<file path="src/pagPkg.sv">
`default_nettype none
package pagPkg;

  localparam int vpnW = 12;
  localparam int ppnW = 13;
  localparam int lineW = 6;
  localparam int numLines = 64;
  localparam int tagW = 6;

  // APB register offsets
  localparam logic [3:0] addrReg = 4'h0;
  localparam logic [3:0] dataReg = 4'h4;
  localparam logic [3:0] ctrlReg = 4'h8;
  localparam logic [3:0] statusReg = 4'hC;

  typedef enum logic [2:0] {
    pfNone,
    pfRefill,
    pfParity,
    pfNoAccess,
    pfPrivate,
    pfWrite
  } pfCodeT;

  // One page half, 18 bits
  typedef struct packed {
    logic access;
    logic public;
    logic writable;
    logic software;
    logic cache;
    logic [ppnW-1:0] ppn;
  } ptHalfT;

  typedef struct packed {
    ptHalfT even;
    logic evenPar;
    ptHalfT odd;
    logic oddPar;
  } ptLineT;

  typedef struct packed {
    logic [tagW-1:0] tag;
    logic evenValid;
    logic oddValid;
  } ptDirT;

  typedef struct packed {
    logic [vpnW-1:0] vpn;
    logic user;
    logic write;
    logic publicMode;
  } xlateReqT;

  typedef struct packed {
    logic [ppnW-1:0] ppn;
    logic fail;
    pfCodeT pfCode;
    logic cache;
    logic software;
  } xlateRspT;

  typedef struct packed {
    logic psel;
    logic penable;
    logic pwrite;
    logic [3:0] paddr;
    logic [31:0] pwdata;
  } apbReqT;

  typedef struct packed {
    logic [31:0] prdata;
    logic pready;
    logic pslverr;
  } apbRspT;

  typedef struct packed {
    logic [lineW-1:0] line;
    logic weEntry;
    logic weDir;
    ptLineT lineData;
    ptDirT dirData;
  } tblWriteT;

endpackage
`default_nettype wire
</file>
<file path="src/pagTop.sv">
`timescale 1ns/1ns
`default_nettype none
module pagTop import pagPkg::*; (
  input  logic     clk,
  input  logic     arstN,
  input  apbReqT   apbReq,
  output apbRspT   apbRsp,
  input  logic     reqValid,
  input  xlateReqT req,
  output logic     reqReady,
  output logic     rspValid,
  output xlateRspT rsp
);

  logic commitReq, commitDone, sweepReq, sweepStart;
  logic busy, pagingEn, parityInvert, rdAddrSel;
  logic sweepRun, accept;
  logic [lineW-1:0] sweepLine, rdAddr;
  logic [vpnW:0] target;
  ptHalfT halfData;
  ptLineT rdLine;
  ptDirT rdDir;
  tblWriteT tblWrite;
  pfCodeT lastCode;

  assign accept = reqValid & reqReady;
  // Commit read borrows the port from translations
  assign rdAddr = rdAddrSel ? target[lineW:1] : req.vpn[lineW:1];

  pagApbRegs u_apbRegs (
    .clk, .arstN, .apbReq, .apbRsp, .commitDone, .busy, .lastCode,
    .commitReq, .sweepReq, .target, .halfData, .pagingEn, .parityInvert
  );

  pagCtrl u_ctrl (
    .clk, .arstN, .commitReq, .sweepReq, .halfData, .target, .parityInvert,
    .oldLine(rdLine), .oldDir(rdDir), .sweepRun, .sweepLine, .sweepStart,
    .rdAddrSel, .commitDone, .tblWrite, .reqReady, .busy
  );

  pagSweepCounter u_sweepCounter (
    .clk, .arstN, .start(sweepStart), .run(sweepRun), .line(sweepLine), .last()
  );

  pagTableMem #(.payloadT(ptLineT)) u_entryMem (
    .clk,
    .we(tblWrite.weEntry),
    .waddr(tblWrite.line),
    .wdata(tblWrite.lineData),
    .raddr(rdAddr),
    .rdata(rdLine)
  );

  pagTableMem #(.payloadT(ptDirT)) u_dirMem (
    .clk,
    .we(tblWrite.weDir),
    .waddr(tblWrite.line),
    .wdata(tblWrite.dirData),
    .raddr(rdAddr),
    .rdata(rdDir)
  );

  pagAccessCheck u_accessCheck (
    .clk, .arstN, .accept, .req, .pagingEn, .rdLine, .rdDir,
    .rspValid, .rsp, .lastCode
  );

endmodule
`default_nettype wire

</file>
<file path="src/pagAccessCheck.sv">
`timescale 1ns/1ns
`default_nettype none
module pagAccessCheck import pagPkg::*; (
  input  logic     clk,
  input  logic     arstN,
  input  logic     accept,
  input  xlateReqT req,
  input  logic     pagingEn,
  input  ptLineT   rdLine,
  input  ptDirT    rdDir,
  output logic     rspValid,
  output xlateRspT rsp,
  output pfCodeT   lastCode
);

  logic s1Valid;
  logic s1Paging;
  xlateReqT s1Req;
  ptHalfT selHalf;
  logic selPar;
  logic selValid;
  logic hit;
  pfCodeT code;
  xlateRspT rspNext;

  // Stage 1 lines up with the registered RAM read
  always_ff @(posedge clk or negedge arstN) begin
    if (!arstN) begin
      s1Valid <= 1'b0;
    end else begin
      s1Valid <= accept;
    end
  end

  always_ff @(posedge clk) begin
    if (accept) begin
      s1Req <= req;
      s1Paging <= pagingEn;
    end
  end

  assign selHalf = s1Req.vpn[0] ? rdLine.odd : rdLine.even;
  assign selPar = s1Req.vpn[0] ? rdLine.oddPar : rdLine.evenPar;
  assign selValid = s1Req.vpn[0] ? rdDir.oddValid : rdDir.evenValid;
  assign hit = selValid && (rdDir.tag == {s1Req.user, s1Req.vpn[vpnW-1:lineW+1]});

  always_comb begin
    if (!s1Paging) begin
      code = pfNone;
    end else if (!hit) begin
      code = pfRefill;
    end else if (!(^{selHalf, selPar})) begin
      code = pfParity;
    end else if (!selHalf.access) begin
      code = pfNoAccess;
    end else if (s1Req.publicMode && !selHalf.public) begin
      code = pfPrivate;
    end else if (s1Req.write && !selHalf.writable) begin
      code = pfWrite;
    end else begin
      code = pfNone;
    end
  end

  always_comb begin
    rspNext = '0;
    rspNext.pfCode = code;
    rspNext.fail = code != pfNone;
    if (!s1Paging) begin
      rspNext.ppn = ppnW'(s1Req.vpn);
    end else if (code == pfNone) begin
      rspNext.ppn = selHalf.ppn;
      rspNext.cache = selHalf.cache;
      rspNext.software = selHalf.software;
    end
  end

  always_ff @(posedge clk or negedge arstN) begin
    if (!arstN) begin
      rspValid <= 1'b0;
      lastCode <= pfNone;
    end else begin
      rspValid <= s1Valid;
      if (s1Valid) begin
        lastCode <= code;
      end
    end
  end

  always_ff @(posedge clk) begin
    if (s1Valid) begin
      rsp <= rspNext;
    end
  end

endmodule
`default_nettype wire

</file>
<file path="src/pagApbRegs.sv">
`timescale 1ns/1ns
`default_nettype none
module pagApbRegs import pagPkg::*; (
  input  logic          clk,
  input  logic          arstN,
  input  apbReqT        apbReq,
  output apbRspT        apbRsp,
  input  logic          commitDone,
  input  logic          busy,
  input  pfCodeT        lastCode,
  output logic          commitReq,
  output logic          sweepReq,
  output logic [vpnW:0] target,
  output ptHalfT        halfData,
  output logic          pagingEn,
  output logic          parityInvert
);

  logic alive;
  logic access;
  logic mapped;
  logic dataWrite;
  logic regWrite;
  logic [vpnW:0] addrQ;
  ptHalfT dataQ;

  assign access = apbReq.psel & apbReq.penable;
  assign mapped = apbReq.paddr inside {addrReg, dataReg, ctrlReg, statusReg};
  assign dataWrite = access & apbReq.pwrite & (apbReq.paddr == dataReg);
  assign regWrite = access & apbReq.pwrite & apbRsp.pready;

  // dataReg write holds the bus until the commit lands
  assign apbRsp.pready = alive & ~(dataWrite & ~commitDone);
  assign apbRsp.pslverr = access & ~mapped;

  assign commitReq = dataWrite;
  assign target = addrQ;
  assign halfData = dataQ;

  always_ff @(posedge clk or negedge arstN) begin
    if (!arstN) begin
      alive <= 1'b0;
      sweepReq <= 1'b0;
      pagingEn <= 1'b0;
      parityInvert <= 1'b0;
    end else begin
      alive <= 1'b1;
      sweepReq <= 1'b0;
      if (regWrite && apbReq.paddr == ctrlReg) begin
        sweepReq <= apbReq.pwdata[0];
        pagingEn <= apbReq.pwdata[1];
        parityInvert <= apbReq.pwdata[2];
      end
    end
  end

  always_ff @(posedge clk) begin
    if (regWrite && apbReq.paddr == addrReg) begin
      addrQ <= apbReq.pwdata[vpnW:0];
    end
    if (dataWrite) begin
      dataQ <= apbReq.pwdata[$bits(ptHalfT)-1:0];
    end
  end

  always_comb begin
    apbRsp.prdata = '0;
    case (apbReq.paddr)
      addrReg: apbRsp.prdata[vpnW:0] = addrQ;
      dataReg: apbRsp.prdata[$bits(ptHalfT)-1:0] = dataQ;
      ctrlReg: apbRsp.prdata[2:0] = {parityInvert, pagingEn, sweepReq};
      // Busy in bit 0, fail code above it
      statusReg: apbRsp.prdata[3:0] = {lastCode, busy};
      default: apbRsp.prdata = '0;
    endcase
  end

endmodule
`default_nettype wire

</file>
<file path="src/pagCtrl.sv">
`timescale 1ns/1ns
`default_nettype none
module pagCtrl import pagPkg::*; (
  input  logic             clk,
  input  logic             arstN,
  input  logic             commitReq,
  input  logic             sweepReq,
  input  ptHalfT           halfData,
  input  logic [vpnW:0]    target,
  input  logic             parityInvert,
  input  ptLineT           oldLine,
  input  ptDirT            oldDir,
  input  logic             sweepRun,
  input  logic [lineW-1:0] sweepLine,
  output logic             sweepStart,
  output logic             rdAddrSel,
  output logic             commitDone,
  output tblWriteT         tblWrite,
  output logic             reqReady,
  output logic             busy
);

  typedef enum logic [2:0] {
    stReset,
    stIdle,
    stCommitRead,
    stCommitMerge,
    stCommitWrite,
    stSweep
  } stateT;

  stateT state, stateNext;
  ptLineT mergedLine, wrLine;
  ptDirT mergedDir, wrDir;
  logic [tagW-1:0] newTag;
  logic newPar;
  logic tagHit;

  always_ff @(posedge clk or negedge arstN) begin
    if (!arstN) begin
      state <= stReset;
    end else begin
      state <= stateNext;
    end
  end

  always_comb begin
    stateNext = state;
    unique case (state)
      stReset: stateNext = stIdle;
      stIdle: begin
        if (sweepReq) begin
          stateNext = stSweep;
        end else if (commitReq) begin
          stateNext = stCommitRead;
        end
      end
      stCommitRead: stateNext = stCommitMerge;
      stCommitMerge: stateNext = stCommitWrite;
      stCommitWrite: stateNext = stIdle;
      stSweep: begin
        if (!sweepRun) begin
          stateNext = stIdle;
        end
      end
      default: stateNext = stReset;
    endcase
  end

  // Tag is the user bit plus the upper vpn bits
  assign newTag = {target[vpnW], target[vpnW-1:lineW+1]};
  assign newPar = ~(^halfData) ^ parityInvert;
  assign tagHit = oldDir.tag == newTag;

  always_comb begin
    mergedLine = oldLine;
    mergedDir.tag = newTag;
    if (target[0]) begin
      mergedLine.odd = halfData;
      mergedLine.oddPar = newPar;
      mergedDir.oddValid = 1'b1;
      mergedDir.evenValid = tagHit & oldDir.evenValid;
    end else begin
      mergedLine.even = halfData;
      mergedLine.evenPar = newPar;
      mergedDir.evenValid = 1'b1;
      mergedDir.oddValid = tagHit & oldDir.oddValid;
    end
  end

  always_ff @(posedge clk) begin
    if (state == stCommitMerge) begin
      wrLine <= mergedLine;
      wrDir <= mergedDir;
    end
  end

  always_comb begin
    tblWrite.line = target[lineW:1];
    tblWrite.weEntry = 1'b0;
    tblWrite.weDir = 1'b0;
    tblWrite.lineData = wrLine;
    tblWrite.dirData = wrDir;
    if (state == stCommitWrite) begin
      tblWrite.weEntry = 1'b1;
      tblWrite.weDir = 1'b1;
    end else if (state == stSweep) begin
      tblWrite.line = sweepLine;
      tblWrite.weDir = sweepRun;
      tblWrite.dirData = '0;
    end
  end

  assign sweepStart = (state == stIdle) && sweepReq;
  assign rdAddrSel = state == stCommitRead;
  assign commitDone = state == stCommitWrite;
  assign reqReady = state == stIdle;
  assign busy = (state == stSweep && sweepRun) || state inside {stCommitRead,
                                                                stCommitMerge,
                                                                stCommitWrite};

endmodule
`default_nettype wire

</file>
<file path="src/pagSweepCounter.sv">
`timescale 1ns/1ns
`default_nettype none
module pagSweepCounter import pagPkg::*; (
  input  logic             clk,
  input  logic             arstN,
  input  logic             start,
  output logic             run,
  output logic [lineW-1:0] line,
  output logic             last
);

  assign last = run && (line == lineW'(numLines - 1));

  always_ff @(posedge clk or negedge arstN) begin
    if (!arstN) begin
      run <= 1'b0;
      line <= '0;
    end else if (start) begin
      run <= 1'b1;
      line <= '0;
    end else if (run) begin
      if (last) begin
        run <= 1'b0;
      end else begin
        line <= line + 1'b1;
      end
    end
  end

endmodule
`default_nettype wire

</file>
<file path="src/pagTableMem.sv">
`timescale 1ns/1ns
`default_nettype none
module pagTableMem import pagPkg::*; #(
  parameter type payloadT = logic
) (
  input  logic             clk,
  input  logic             we,
  input  logic [lineW-1:0] waddr,
  input  payloadT          wdata,
  input  logic [lineW-1:0] raddr,
  output payloadT          rdata
);

  payloadT mem [numLines];

  always_ff @(posedge clk) begin
    if (we) begin
      mem[waddr] <= wdata;
    end
    // Old data on a same-line collision
    rdata <= mem[raddr];
  end

endmodule
`default_nettype wire

</file>
<file path="config.mk">
export PLATFORM = sky130hd
export DESIGN_NAME = pagTop
export DESIGN_NICKNAME = d
export VERILOG_FILES = /design/src/pagPkg.sv /design/src/pagTop.sv /design/src/pagAccessCheck.sv /design/src/pagApbRegs.sv /design/src/pagCtrl.sv /design/src/pagSweepCounter.sv /design/src/pagTableMem.sv
export SDC_FILE = /design/constraint.sdc
export NUM_CORES = 2
export LEC_CHECK = 0
export BUFFER_PORTS_ARGS = -buffer_cell sky130_fd_sc_hd__buf_2
export CAP_MARGIN = 40
export CORE_MARGIN = 5
export CORE_UTILIZATION = 40
export CTS_CLUSTER_DIAMETER = 200
export DETAILED_ROUTE_END_ITERATION = 10
export GPL_ROUTABILITY_DRIVEN = 0
export PLACE_DENSITY = 0.6
export SYNTH_ARGS = -nofsm -noshare
export SYNTH_HDL_FRONTEND = slang
export SYNTH_HIERARCHICAL = 1
export SYNTH_SLANG_ARGS = --single-unit
</file>
<file path="constraint.sdc">
create_clock -name clk -period 5.3 [get_ports clk]
set_input_delay 0.265 -clock clk [delete_from_list [all_inputs] [get_ports clk]]
set_output_delay 0.265 -clock clk [all_outputs]
set_load 0.05 [all_outputs]
</file>
==> report_table.html <==
<table>
<tr><th>Metric</th><th>Value</th></tr>
<tr><th colspan="2">Drt</th></tr>
<tr><td>Total Routed Length</td><td>between 300 and 400 mm</td></tr>
<tr><td>Via Count</td><td>58790</td></tr>
<tr><td>Routed wire length per instance</td><td>roughly 31 um</td></tr>
<tr><td>Number of DRC violations after detailed routing</td><td>0</td></tr>
<tr><td>Iter 0 DRT Violations</td><td>7718</td></tr>
<tr><td>Average vias per placed instance</td><td>5.845</td></tr>
<tr><td>Antenna Violating Nets Remaining</td><td>0</td></tr>
<tr><td>First-pass DRT Iterations</td><td>6</td></tr>
<tr><th colspan="2">Setup path</th></tr>
<tr><td>CP bufs+invs</td><td>2</td></tr>
<tr><td>CP Class</td><td>register to register</td></tr>
<tr><td>Critical register-to-register path startpoint</td><td>u_ctrl/state[0]</td></tr>
<tr><td>Critical path capture point type</td><td>register</td></tr>
<tr><td>Biggest cell delay along the critical path</td><td>about 0.83 ns</td></tr>
<tr><td>CP Max Fanout</td><td>26</td></tr>
<tr><td>CP arrival</td><td>roughly 4.7 ns</td></tr>
<tr><td>Family with the most delay on the worst path</td><td>simple AND/OR/NAND/NOR gates</td></tr>
<tr><td>Total stage count of the critical path</td><td>7</td></tr>
<tr><td>Launch point of the worst path</td><td>u_ctrl/state[0]</td></tr>
<tr><td>Worst path required time</td><td>slightly below 6 ns</td></tr>
<tr><td>Master of the slowest instance on the critical path</td><td>sky130_fd_sc_hd__mux2_2</td></tr>
<tr><td>Element type at the critical path start</td><td>register</td></tr>
<tr><td>Reg2reg setup slack</td><td>between 1 and 1.5 ns</td></tr>
<tr><td>Sequence of cells on the critical path</td><td>inv_1 &gt; nor2_1 &gt; nand2_1 &gt; mux2_2 &gt; nand3b_1 &gt; nor2_4 &gt; buf_4</td></tr>
<tr><td>R2R depth</td><td>7</td></tr>
<tr><th colspan="2">Floorplan</th></tr>
<tr><td>Starting density of the core</td><td>40.26%</td></tr>
<tr><td>Floorplan row count</td><td>200</td></tr>
<tr><td>Die area</td><td>310200 um2</td></tr>
<tr><td>Ports placed on the boundary</td><td>112</td></tr>
<tr><td>Area of the core</td><td>297300 um2</td></tr>
<tr><td>Width of the die</td><td>557.0 um</td></tr>
<tr><td>DIE HEIGHT</td><td>about 560 um</td></tr>
<tr><th colspan="2">Power and ir drop</th></tr>
<tr><td>Worst-case vdd ir drop</td><td>271.0 uV</td></tr>
<tr><td>Power density over the cells</td><td>378.7 nW/um2</td></tr>
<tr><td>Leak pwr</td><td>roughly 44 nW</td></tr>
<tr><th colspan="2">Final layout</th></tr>
<tr><td>Post-layout net count</td><td>around 5900</td></tr>
<tr><td>Share of final-layout standard cells stronger than drive strength 1</td><td>29.57%</td></tr>
<tr><td>Area growth syn-to-layout</td><td>15.79%</td></tr>
<tr><td>Layout Cells excl Fill</td><td>about 10000</td></tr>
<tr><th colspan="2">Min path</th></tr>
<tr><td>Hold Crit Depth</td><td>2</td></tr>
<tr><td>Hold Crit Class</td><td>primary input to register</td></tr>
<tr><td>Worst hold start</td><td>apbReq[17]</td></tr>
<tr><th colspan="2">Placement</th></tr>
<tr><td>Port Buffer Count</td><td>between 80 and 90</td></tr>
<tr><td>Cell Count Post-Placement</td><td>9422</td></tr>
<tr><td>HPWL reported at the end of detailed placement</td><td>~190 mm</td></tr>
<tr><th colspan="2">Synth</th></tr>
<tr><td>Number of warnings reported in the yosys synthesis log</td><td>6</td></tr>
<tr><td>Cell Area, Synth</td><td>between 100000 and 150000 um2</td></tr>
<tr><td>Mapped Avg Cell Area</td><td>between 20 and 25 um2</td></tr>
<tr><td>Syn Inst Count</td><td>5375</td></tr>
<tr><th colspan="2">Job</th></tr>
<tr><td>Max-cap check violation count</td><td>0</td></tr>
<tr><th colspan="2">Global routing</th></tr>
<tr><td>Initial antenna violation count</td><td>12</td></tr>
<tr><td>First-pass GRT wire length</td><td>447.2 mm</td></tr>
<tr><td>Via count of the first global-routing pass</td><td>slightly below 60000</td></tr>
<tr><td>Maximum number of pins on one net before global-route repair</td><td>72</td></tr>
<tr><td>Global router's overall resource usage</td><td>20.13%</td></tr>
<tr><td>Residual overflow from global routing</td><td>0</td></tr>
<tr><th colspan="2">STA</th></tr>
<tr><td>Maximum clock frequency</td><td>235.9 MHz</td></tr>
<tr><td>Summed negative setup slack over all endpoints</td><td>0 ns</td></tr>
<tr><td>Worst Clk Skew</td><td>approximately 0.052 ns</td></tr>
<tr><td>Minimum hold slack</td><td>around 0.074 ns</td></tr>
<tr><td>Worst slew pin tran</td><td>0.9792 ns</td></tr>
<tr><td>Setup repair after global routing missed its margin</td><td>false</td></tr>
<tr><td>Minimum clock period after layout</td><td>about 4.2 ns</td></tr>
<tr><td>Count of final hold-check violations</td><td>0</td></tr>
<tr><td>Setup-failing EPs final</td><td>0</td></tr>
<tr><td>Crit share post-route</td><td>approximately four fifths</td></tr>
<tr><td>Number of max-slew violations in the final report</td><td>0</td></tr>
<tr><td>Slew margin rel.</td><td>34.48%</td></tr>
<tr><th colspan="2">Run status</th></tr>
<tr><td>Result of the run</td><td>completed</td></tr>
<tr><th colspan="2">Clocking</th></tr>
<tr><td>Root Buffer</td><td>sky130_fd_sc_hd__clkbuf_16</td></tr>
<tr><td>Inserted Clock Buffers</td><td>326</td></tr>
<tr><td>Clock transition at path regs</td><td>around 0.060 ns</td></tr>
<tr><td>Clk sinks</td><td>3121</td></tr>
<tr><td>Buffer depth of the longest clock path</td><td>4</td></tr>
<tr><td>Clock tree from TritonCTS</td><td>built</td></tr>
<tr><td>Clock latency reported for the late side of the worst-skew pair</td><td>roughly 0.91 ns</td></tr>
<tr><td>Number of H-tree branching levels</td><td>5</td></tr>
<tr><td>Postcts setup bufs</td><td>0</td></tr>
<tr><td>Post-CTS Resized</td><td>0</td></tr>
</table>
==> where the power goes <==
part | switching [W] | leakage (nW) | internal, W
logic | 0.00141 | 10.2 | 0.00100
clock network | 0.00945 | 5.27 | 0.0137
registers | 0.000120 | 28.1 | 0.0268
total | 0.0110 | 43.6 | 0.0415
==> sequential cells by signal, indices dropped and copies added, names as in the netlist, 3 cells and up <==
register                count
u_dirMem/rdata              8
u_dirMem/mem              512
u_accessCheck/lastCode      3
u_entryMem/mem           2432
u_accessCheck/rsp          19
u_sweepCounter/line         6
u_apbRegs/halfData         18
u_accessCheck/s1Req        15
u_ctrl/wrDir                8
u_entryMem/rdata           38
u_ctrl/tblWrite            38
u_apbRegs/target           13
u_ctrl/state                3
==> metrics by stage <==
step / instance area (um2) / util, % / power (W) / setup WS [ns]
6_report: 138600 / 46.61 / 0.05248 / 1.062
3_3_place_gp: 127000 / 42.71 / 0.02982 / 1.272
3_5_place_dp: 127300 / 42.83 / 0.02983 / 1.218
5_1_grt: 138600 / 46.61 / 0.05405 / 0.9464
4_1_cts: 138600 / 46.61 / 0.05288 / 1.190
2_1_floorplan: 119700 / - / 0.02894 / 0.3599
==> worst paths after layout <==
| path | endpoint |
|---|---|
| worst max-delay path | u_entryMem/mem[43][28] |
| worst min-delay path | u_apbRegs/halfData[17] |
| worst max register to register | u_entryMem/mem[43][28] |
| worst min register to register | u_accessCheck/s1Paging |
| max in group asynchronous | u_accessCheck/lastCode[1] |
| min in group asynchronous | u_sweepCounter/line[5] |
==> cell usage in the layout, fill, tap and decap left out, types with 66 or more instances in the layout <==
| master | count |
|---|---|
| sky130_fd_sc_hd__o22ai_1 | 110 |
| sky130_fd_sc_hd__nor2_1 | 159 |
| sky130_fd_sc_hd__mux2_2 | 84 |
| sky130_fd_sc_hd__clkbuf_16 | 334 |
| sky130_fd_sc_hd__nand2_1 | 105 |
| sky130_fd_sc_hd__a22oi_1 | 142 |
| sky130_fd_sc_hd__mux2i_1 | 111 |
| sky130_fd_sc_hd__buf_12 | 66 |
| sky130_fd_sc_hd__buf_2 | 83 |
| sky130_fd_sc_hd__a21oi_1 | 86 |
| sky130_fd_sc_hd__buf_4 | 239 |
| sky130_fd_sc_hd__mux4_2 | 737 |
| sky130_fd_sc_hd__edfxtp_1 | 3056 |
==> repair_timing <==
action,4_1_cts,5_1_grt
hold buffers,40,0
setup endpoints to repair,0,0
hold endpoints to repair,76,0
==> per-layer routing <==
metal / global-route usage (%) / vias up / routed length [um]
li1: - / 23670 / -
met1: 28.36 / 31930 / 126400
met2: 32.38 / 2741 / 152600
met3: 4.168 / 444 / 29950
met4: 4.944 / 0 / 7729
met5: 0 / - / 0
==> area by class of cell <==
class / count / area, um2
Antenna cell: 5 / 12.51
Inverter: 10 / 45.04
Clock inverter: 185 / 2122
Sequential cell: 3121 / 93160
Timing Repair Buffer: 440 / 4209
Fill cell: 24320 / 158700
Clock buffer: 405 / 8695
Multi-Input combinational cell: 1953 / 25400
Tap cell: 3939 / 4928
Power figures use the tool's default switching activity.
